$ cat src/source/demux_cfg_pkg.sv
`default_nettype none

// sizing of the read demultiplexer and its ID tracking table
package demux_cfg_pkg;

  // ----------------------------------------------------------
  // sizes
  // ----------------------------------------------------------

  // number of downstream target ports
  localparam int unsigned NUM_TARGETS = 3;
  // width of a target index
  localparam int unsigned SEL_W = 2;
  // low ID bits that get their own in-flight counter
  localparam int unsigned LOOK_BITS = 2;
  // one counter per ID slice
  localparam int unsigned NUM_CNT = 2 ** LOOK_BITS;
  // counter width, a counter is full at all ones
  localparam int unsigned CNT_W = 2;

  // ----------------------------------------------------------
  // types
  // ----------------------------------------------------------

  // index of a downstream target
  typedef logic [SEL_W-1:0] sel_t;
  // tracked low slice of a transaction ID
  typedef logic [LOOK_BITS-1:0] look_id_t;
  // number of bursts in flight for one ID slice
  typedef logic [CNT_W-1:0] cnt_t;

endpackage

`default_nettype wire

$ cat src/source/axi_rd_pkg.sv
`default_nettype none

// field and channel types of the AXI read path
package axi_rd_pkg;

  // ----------------------------------------------------------
  // field widths
  // ----------------------------------------------------------

  localparam int unsigned ID_W = 4;
  localparam int unsigned ADDR_W = 16;
  localparam int unsigned DATA_W = 32;
  // burst length field, beats minus one
  localparam int unsigned LEN_W = 4;

  // ----------------------------------------------------------
  // field types
  // ----------------------------------------------------------

  typedef logic [ID_W-1:0] id_t;
  typedef logic [ADDR_W-1:0] addr_t;
  typedef logic [DATA_W-1:0] data_t;
  typedef logic [LEN_W-1:0] len_t;

  // ----------------------------------------------------------
  // channel payloads
  // ----------------------------------------------------------

  // read address request, 24 bits
  typedef struct packed {
    id_t   id;
    addr_t addr;
    len_t  len;
  } ar_chan_t;

  // read data beat, 37 bits
  // last marks the final beat of a burst
  typedef struct packed {
    id_t   id;
    data_t data;
    logic  last;
  } r_chan_t;

endpackage

`default_nettype wire

$ cat src/source/rd_id_tracker.sv
`timescale 1ns/100ps
`default_nettype none

// in-flight bookkeeping per low ID slice
// each slice remembers the target it was last sent to
module rd_id_tracker
  import demux_cfg_pkg::*;
  import axi_rd_pkg::*;
(
  input  wire logic     clk_i,
  input  wire logic     reset_i,
  // request being looked up and, on handshake, pushed
  input  wire ar_chan_t ar_i,
  input  wire sel_t     ar_sel_i,
  input  wire logic     ar_push_i,
  // upstream R beat, pops when it fires with last
  input  wire r_chan_t  r_i,
  input  wire logic     r_fire_i,
  // lookup result for ar_i
  output sel_t          lookup_sel_o,
  output logic          lookup_occupied_o,
  output logic          tbl_full_o
);

  // slice of the incoming request and of the returning beat
  look_id_t lookup_id;
  look_id_t pop_id;
  logic     pop_last;

  // one-hot push and pop per counter
  logic [NUM_CNT-1:0] push_en;
  logic [NUM_CNT-1:0] pop_en;
  logic [NUM_CNT-1:0] occupied;
  logic [NUM_CNT-1:0] cnt_full;

  cnt_t [NUM_CNT-1:0] cnt_q;
  sel_t [NUM_CNT-1:0] sel_q;

  assign lookup_id = ar_i.id[LOOK_BITS-1:0];
  assign pop_id    = r_i.id[LOOK_BITS-1:0];
  // a burst ends with its last beat
  assign pop_last  = r_fire_i & r_i.last;

  always_comb begin
    push_en = '0;
    pop_en  = '0;
    push_en[lookup_id] = ar_push_i;
    pop_en[pop_id]     = pop_last;
  end

  // ----------------------------------------------------------
  // counters
  // ----------------------------------------------------------

  // push and pop on the same slice leave the count as it is
  always_ff @(posedge clk_i) begin
    if (reset_i) begin
      cnt_q <= '0;
    end else begin
      for (int i = 0; i < NUM_CNT; i++) begin
        case ({push_en[i], pop_en[i]})
          2'b10:   cnt_q[i] <= cnt_q[i] + cnt_t'(1);
          2'b01:   cnt_q[i] <= cnt_q[i] - cnt_t'(1);
          default: cnt_q[i] <= cnt_q[i];
        endcase
      end
    end
  end

  // target of the most recent push per slice
  // only meaningful while the slice is occupied
  always_ff @(posedge clk_i) begin
    if (ar_push_i) begin
      sel_q[lookup_id] <= ar_sel_i;
    end
  end

  always_comb begin
    for (int i = 0; i < NUM_CNT; i++) begin
      occupied[i] = |cnt_q[i];
      // saturated counter, no further push allowed
      cnt_full[i] = &cnt_q[i];
    end
  end

  // ----------------------------------------------------------
  // lookup
  // ----------------------------------------------------------

  assign lookup_sel_o      = sel_q[lookup_id];
  assign lookup_occupied_o = occupied[lookup_id];
  // any full counter stalls every request
  assign tbl_full_o        = |cnt_full;

  // the arbiter never ends a burst that was not pushed here
  a_no_underflow : assert property (@(posedge clk_i) disable iff (reset_i)
    (pop_en & ~occupied) == '0)
    else $error("pop on empty ID slice %0h", pop_id);

endmodule

`default_nettype wire

$ cat src/source/ar_route_ctrl.sv
`timescale 1ns/100ps
`default_nettype none

// AR admission and steering
// a request goes out only when its ID slice is free or already
// bound to the same target, and the tracking table has room
module ar_route_ctrl
  import demux_cfg_pkg::*;
(
  input  wire logic                   clk_i,
  input  wire logic                   reset_i,
  // upstream request control
  input  wire logic                   slv_ar_valid_i,
  input  wire sel_t                   slv_ar_sel_i,
  // per target ready
  input  wire logic [NUM_TARGETS-1:0] tgt_ar_ready_i,
  // tracker lookup for the pending request
  input  wire sel_t                   lookup_sel_i,
  input  wire logic                   lookup_occupied_i,
  input  wire logic                   tbl_full_i,
  output logic      [NUM_TARGETS-1:0] tgt_ar_valid_o,
  output logic                        slv_ar_ready_o,
  output logic                        ar_push_o
);

  logic admit;
  logic ar_valid;
  logic sel_ready;
  logic ar_fire;
  // valid was raised earlier and not yet accepted
  logic lock_d;
  logic lock_q;

  // ----------------------------------------------------------
  // admission
  // ----------------------------------------------------------

  // same-target requests may overtake the occupancy rule
  assign admit = !tbl_full_i &&
                 (!lookup_occupied_i || (lookup_sel_i == slv_ar_sel_i));

  // once raised, valid stays up through the lock
  assign ar_valid  = lock_q | (slv_ar_valid_i & admit);
  assign sel_ready = tgt_ar_ready_i[slv_ar_sel_i];
  assign ar_fire   = ar_valid & sel_ready;

  // upstream sees the selected target's ready
  assign slv_ar_ready_o = ar_fire;
  // tracker counts the burst on the handshake
  assign ar_push_o      = ar_fire;

  // ----------------------------------------------------------
  // valid lock
  // ----------------------------------------------------------

  // set while valid waits for ready, cleared by the handshake
  assign lock_d = ar_valid & ~sel_ready;

  always_ff @(posedge clk_i) begin
    if (reset_i) begin
      lock_q <= 1'b0;
    end else begin
      lock_q <= lock_d;
    end
  end

  // ----------------------------------------------------------
  // steering
  // ----------------------------------------------------------

  always_comb begin
    for (int i = 0; i < NUM_TARGETS; i++) begin
      tgt_ar_valid_o[i] = ar_valid && (slv_ar_sel_i == sel_t'(i));
    end
  end

  // a pending target valid survives any change in the tracker state
  a_ar_valid_held : assert property (@(posedge clk_i) disable iff (reset_i)
    ((tgt_ar_valid_o & ~tgt_ar_ready_i) != '0) |=> (tgt_ar_valid_o == $past(tgt_ar_valid_o)))
    else $error("target AR valid dropped without ready");

endmodule

`default_nettype wire

$ cat src/source/r_resp_arbiter.sv
`timescale 1ns/100ps
`default_nettype none

// merge of the target R channels into the upstream R channel
// round-robin, the grant is held until the beat is taken
module r_resp_arbiter
  import demux_cfg_pkg::*;
  import axi_rd_pkg::*;
(
  input  wire logic                              clk_i,
  input  wire logic                              reset_i,
  // target side
  input  wire r_chan_t    [NUM_TARGETS-1:0]      tgt_r_i,
  input  wire logic       [NUM_TARGETS-1:0]      tgt_r_valid_i,
  output logic            [NUM_TARGETS-1:0]      tgt_r_ready_o,
  // upstream side
  output r_chan_t                                slv_r_o,
  output logic                                   slv_r_valid_o,
  input  wire logic                              slv_r_ready_i,
  // upstream handshake, feeds the ID tracker
  output logic                                   r_fire_o
);

  // round-robin pointer, highest priority target
  sel_t rr_q;
  // grant kept while a beat is stalled
  sel_t gnt_q;
  logic lock_q;

  sel_t pick;
  sel_t gnt;
  sel_t gnt_next;
  logic found;

  // ----------------------------------------------------------
  // arbitration
  // ----------------------------------------------------------

  // first valid target at or after the pointer
  always_comb begin
    int idx;
    found = 1'b0;
    pick  = rr_q;
    for (int k = 0; k < NUM_TARGETS; k++) begin
      idx = int'(rr_q) + k;
      if (idx >= NUM_TARGETS) begin
        idx = idx - NUM_TARGETS;
      end
      if (!found && tgt_r_valid_i[idx]) begin
        pick  = sel_t'(idx);
        found = 1'b1;
      end
    end
  end

  // a stalled beat keeps its grant
  assign gnt = lock_q ? gnt_q : pick;

  // pointer moves just past the served target
  assign gnt_next = (gnt == sel_t'(NUM_TARGETS - 1)) ? '0 : gnt + sel_t'(1);

  // ----------------------------------------------------------
  // forwarding
  // ----------------------------------------------------------

  // no valid target leaves pick on an idle one, so valid is low
  assign slv_r_valid_o = tgt_r_valid_i[gnt];
  assign slv_r_o       = tgt_r_i[gnt];
  assign r_fire_o      = slv_r_valid_o & slv_r_ready_i;

  // upstream ready only reaches the granted target
  always_comb begin
    for (int i = 0; i < NUM_TARGETS; i++) begin
      tgt_r_ready_o[i] = slv_r_ready_i && (gnt == sel_t'(i));
    end
  end

  always_ff @(posedge clk_i) begin
    if (reset_i) begin
      rr_q   <= '0;
      gnt_q  <= '0;
      lock_q <= 1'b0;
    end else begin
      lock_q <= slv_r_valid_o & ~slv_r_ready_i;
      gnt_q  <= gnt;
      if (r_fire_o) begin
        rr_q <= gnt_next;
      end
    end
  end

  // stalled beat stays on the bus until accepted
  a_r_stable : assert property (@(posedge clk_i) disable iff (reset_i)
    (slv_r_valid_o && !slv_r_ready_i) |=> (slv_r_valid_o && $stable(slv_r_o)))
    else $error("upstream R beat changed while stalled");

endmodule

`default_nettype wire

$ cat src/source/rd_demux_top.sv
`timescale 1ns/100ps
`default_nettype none

// read-only AXI demultiplexer, one upstream port to NUM_TARGETS targets
module rd_demux_top
  import demux_cfg_pkg::*;
  import axi_rd_pkg::*;
(
  input  wire logic                         clk_i,
  input  wire logic                         reset_i,
  // upstream AR
  input  wire ar_chan_t                     slv_ar_i,
  input  wire sel_t                         slv_ar_sel_i,
  input  wire logic                         slv_ar_valid_i,
  output logic                              slv_ar_ready_o,
  // upstream R
  output r_chan_t                           slv_r_o,
  output logic                              slv_r_valid_o,
  input  wire logic                         slv_r_ready_i,
  // target AR, payload shared by all targets
  output ar_chan_t                          tgt_ar_o,
  output logic       [NUM_TARGETS-1:0]      tgt_ar_valid_o,
  input  wire logic  [NUM_TARGETS-1:0]      tgt_ar_ready_i,
  // target R
  input  wire r_chan_t [NUM_TARGETS-1:0]    tgt_r_i,
  input  wire logic  [NUM_TARGETS-1:0]      tgt_r_valid_i,
  output logic       [NUM_TARGETS-1:0]      tgt_r_ready_o
);

  // tracker lookup for the pending request
  sel_t lookup_sel;
  logic lookup_occupied;
  logic tbl_full;
  // AR handshake and upstream R handshake
  logic ar_push;
  logic r_fire;

  // only the selected target sees valid
  assign tgt_ar_o = slv_ar_i;

  ar_route_ctrl i_ar_route_ctrl (
    .clk_i             (clk_i),
    .reset_i           (reset_i),
    .slv_ar_valid_i    (slv_ar_valid_i),
    .slv_ar_sel_i      (slv_ar_sel_i),
    .tgt_ar_ready_i    (tgt_ar_ready_i),
    .lookup_sel_i      (lookup_sel),
    .lookup_occupied_i (lookup_occupied),
    .tbl_full_i        (tbl_full),
    .tgt_ar_valid_o    (tgt_ar_valid_o),
    .slv_ar_ready_o    (slv_ar_ready_o),
    .ar_push_o         (ar_push)
  );

  // pops on the upstream beat so ordering is seen where it matters
  rd_id_tracker i_rd_id_tracker (
    .clk_i             (clk_i),
    .reset_i           (reset_i),
    .ar_i              (slv_ar_i),
    .ar_sel_i          (slv_ar_sel_i),
    .ar_push_i         (ar_push),
    .r_i               (slv_r_o),
    .r_fire_i          (r_fire),
    .lookup_sel_o      (lookup_sel),
    .lookup_occupied_o (lookup_occupied),
    .tbl_full_o        (tbl_full)
  );

  r_resp_arbiter i_r_resp_arbiter (
    .clk_i         (clk_i),
    .reset_i       (reset_i),
    .tgt_r_i       (tgt_r_i),
    .tgt_r_valid_i (tgt_r_valid_i),
    .tgt_r_ready_o (tgt_r_ready_o),
    .slv_r_o       (slv_r_o),
    .slv_r_valid_o (slv_r_valid_o),
    .slv_r_ready_i (slv_r_ready_i),
    .r_fire_o      (r_fire)
  );

endmodule

`default_nettype wire

$ cat config.mk
export PLATFORM = sky130hd
export DESIGN_NAME = rd_demux_top
export DESIGN_NICKNAME = d
export VERILOG_FILES = /design/src/source/demux_cfg_pkg.sv /design/src/source/axi_rd_pkg.sv /design/src/source/rd_id_tracker.sv /design/src/source/ar_route_ctrl.sv /design/src/source/r_resp_arbiter.sv /design/src/source/rd_demux_top.sv
export SDC_FILE = /design/constraint.sdc
export NUM_CORES = 1
export LEC_CHECK = 0
export BUFFER_PORTS_ARGS = -buffer_cell sky130_fd_sc_hd__buf_2
export CORE_MARGIN = 3
export CORE_UTILIZATION = 35
export CTS_BUF_LIST = sky130_fd_sc_hd__clkbuf_8
export CTS_CLUSTER_DIAMETER = 200
export DETAILED_ROUTE_END_ITERATION = 16
export GPL_ROUTABILITY_DRIVEN = 0
export MAX_ROUTING_LAYER = met4
export PLACE_DENSITY = 0.76
export RECOVER_POWER = 25
export REMOVE_ABC_BUFFERS = 1
export SLEW_MARGIN = 15
export SYNTH_ARGS = -nofsm -noshare
export SYNTH_HDL_FRONTEND = slang
export SYNTH_SLANG_ARGS = --single-unit
$ cat constraint.sdc
create_clock -name clk_i -period 4.38 [get_ports clk_i]
set_input_delay 0.219 -clock clk_i [delete_from_list [all_inputs] [get_ports clk_i]]
set_output_delay 0.219 -clock clk_i [all_outputs]
set_load 0.03 [all_outputs]
==> flow_metrics.env <==
export IMPL_outcome="completed"
export IMPL_synthTopCellsByArea="mux2i_1 (15%), dfxtp_1 (11%), edfxtp_1 (9.2%)"
export IMPL_setup_ws_ns=0.572
export IMPL_tritoncts="built"
export IMPL_clk_latency_ns=0.26
export IMPL_holdBufCountCts=0
export IMPL_switchingPower_uw=921
export IMPL_postSynth_asyncResetShare_pct=0
export IMPL_cts_resized=0
export IMPL_worst_pin_slew_ns=0.661
export IMPL_finalSetupViolations=0
export IMPL_ys_types=61
export IMPL_share_comb_of_total_power_pct=74.4
export IMPL_clock_sinks=22
export IMPL_die_area_mm2=0.00853
export IMPL_n_antenna_cell=0
export IMPL_hold_viol_final=0
export IMPL_htree_levels=1
export IMPL_swShare_pct=54.5
export IMPL_postPlaceCellArea_mm2=0.00328
export IMPL_path_clk_slew_ns=0.08
export IMPL_post_cts_buffers=0
export IMPL_die_w_um=92.4
export IMPL_place_ws_ns=0.592
export IMPL_layout_min_cycle_time_ns=3.81
export IMPL_synth_top_cell_area_share_pct=15.3
export IMPL_coreArea_mm2=0.00702
export IMPL_p_int_uw=769
export IMPL_die_h_um=92.4
export IMPL_critPathLaunch="i_r_resp_arbiter.rr_q[0]"
export IMPL_crit_arrival_ns=4.01
export IMPL_yosys_warnings=0
export IMPL_startpoint_type="flip-flop"
export IMPL_clock_path_buffers=2
export IMPL_yosys_cell_count_top_type="mux2i_1"
export IMPL_drt_antenna_violating_nets=0
export IMPL_ys_seq_area_share_pct=19.9
export IMPL_drt_iter0_drc=77
export IMPL_num_io_pins=216
export IMPL_vias=2805
export IMPL_p_total_uw=1690
export IMPL_syn_to_final_growth_pct=28.4
export IMPL_viasPerCell=5.21
export IMPL_grt_antenna_before_repair=0
export IMPL_finalClockSkew_ns=0.00199
export IMPL_grt_pass1_wl_mm=13.0
export IMPL_crit_fanout=24
export IMPL_seqPwrFrac_pct=14.5
export IMPL_grt_start_max_net_pins=48
export IMPL_grt_setup_unrepaired="false"
export IMPL_cts_root_buf="clkbuf_8"
export IMPL_path_class="flip-flop to flip-flop"
export IMPL_nets=598
export IMPL_clockPowerShare_pct=11.1
export IMPL_drv_cap=0
export IMPL_fp_row_count=30
export IMPL_leakagePower_uw=0.00163
export IMPL_fillers=714
export IMPL_grt_pass1_vias=2779
export IMPL_fin_util_pct=47.7
export IMPL_cts_made_buffers=3
export IMPL_grtUsageTotal_pct=19.2
export IMPL_yosys_register_bits=22
export IMPL_fmax_ghz=0.263
export IMPL_hold_class="primary input to flip-flop"
export IMPL_ys_flop_type="dfxtp_1"
export IMPL_wl_per_cell_um=16.1
export IMPL_setup_worst_path_end_class="flip-flop"
export IMPL_synth_largest_area_cell="mux2i_1"
export IMPL_start_util_pct=37.2
export IMPL_drt_wl_total_mm=8.64
export IMPL_syn_avg_cell_area_um2=8.37
export IMPL_multi_input_area_mm2=0.00171
export IMPL_drive_gt1_share_pct=44.3
export IMPL_synth_edff_count=8
export IMPL_period_share_pct=86.9
export IMPL_peakVddDrop_uv=320
export IMPL_drv_slew=0
export IMPL_powerDensity_mw_per_mm2=505
export IMPL_grt_overflow_total=0
export IMPL_syn_instance_count=312
export IMPL_hp_start="slv_r_ready_i"
export IMPL_numPortBuffers=171
export IMPL_drtPass1Iterations=4
export IMPL_seq_area_um2=520
export IMPL_netlist_area_mm2=0.00261
export IMPL_drc_errors=0
export IMPL_r2r_start="i_r_resp_arbiter.rr_q[0]"
export IMPL_ys_top_cells_by_count="mux2i_1 (40), nand3_1 (39), o21ai_0 (39)"
export IMPL_slew_headroom_pct=55.9
export IMPL_critPathRequiredTime_ns=4.58
export IMPL_final_area_mm2=0.00335
export IMPL_hpwlAfterDp_mm=7.15
final timing paths:
check	end	slack (ns)	cells after the start
worst min register to register	i_rd_id_tracker.cnt_q[1]	0.52	2
worst max-delay path	i_rd_id_tracker.cnt_q[1]	0.57	11
worst min-delay path	i_r_resp_arbiter.lock_q	0.20	2
worst max register to register	i_rd_id_tracker.cnt_q[1]	0.57	11
flip-flops by register name, summed over array words and instances, names as in the netlist:
name	count
i_rd_id_tracker.cnt_q	8
i_rd_id_tracker.sel_q	8
i_r_resp_arbiter.gnt_q	2
i_r_resp_arbiter.rr_q	2
i_ar_route_ctrl.lock_q	1
i_r_resp_arbiter.lock_q	1
cell usage in the layout (no fill, tap or decap), drive strengths merged, types with 7 or more instances in the layout:
master,netlist,final
dfxtp,14,14
nor2,11,11
inv,12,12
ha,8,8
a21oi,7,7
edfxtp,8,8
o21ai,44,44
buf,37,173
mux2i,42,42
nand3,39,39
routing by layer:
| metal | vias to the layer above | track usage (%) | wire, µm |
|---|---|---|---|
| met2 | 116 | 32.4 | 4340 |
| met5 | - | - | 0 |
| met4 | 0 | 3.22 | 65 |
| met1 | 1301 | 23.6 | 3600 |
| li1 | 1382 | - | - |
| met3 | 6 | 4.63 | 641 |
critical path, stage by stage, from the launching register on:
cell	delay (ns)
dfxtp_1	0.43
inv_1	0.10
ha_1	0.48
mux2i_2	0.37
o31ai_2	0.13
a31oi_4	0.56
mux2_2	0.41
a22o_2	0.23
and4bb_1	0.23
ha_1	0.31
or3_1	0.35
a21oi_1	0.13
power by group through the flow:
stage / Clock, µW / Sequential [µW] / Combinational [µW]
detailed placement: 0 / 249 / 1260
finish: 188 / 245 / 1260
global placement: 0 / 249 / 1240
floorplan: 0 / 245 / 896
CTS: 191 / 245 / 1260
global route: 198 / 247 / 1350
cell type report:
class	count	area share [%]
multi-input cells	229	51.0
repair buffers	175	26.4
flip-flops and latches	22	15.5
well taps	96	3.58
inverters	12	1.34
clock buffers	3	1.23
clock inverters	1	0.896
cell families (layout without fill, tap and decap cells):
| logic type | Yosys count | in the layout | synth area share, % |
|---|---|---|---|
| AOI/OAI and AO/OA | 75 | 75 | 18.9 |
| xor gates and xnor gates | 10 | 10 | 3.36 |
| adders and majority gates | 8 | 8 | 3.84 |
| buffers and inverters | 61 | 191 | 14.9 |
| DFF | 22 | 22 | 19.9 |
| muxes | 47 | 47 | 19.9 |
| and+or+nand+nor | 89 | 89 | 19.2 |
through the flow:
stage	setup TNS, ns	std cells	hold slack [ns]
after detailed placement	0	534	0.438
after CTS	0	538	0.207
after global placement	0	534	0.438
after global routing	0	538	0.215
after floorplan	-3.50	263	0.288
final	0	538	0.203
(Power assumes the default switching activity.)
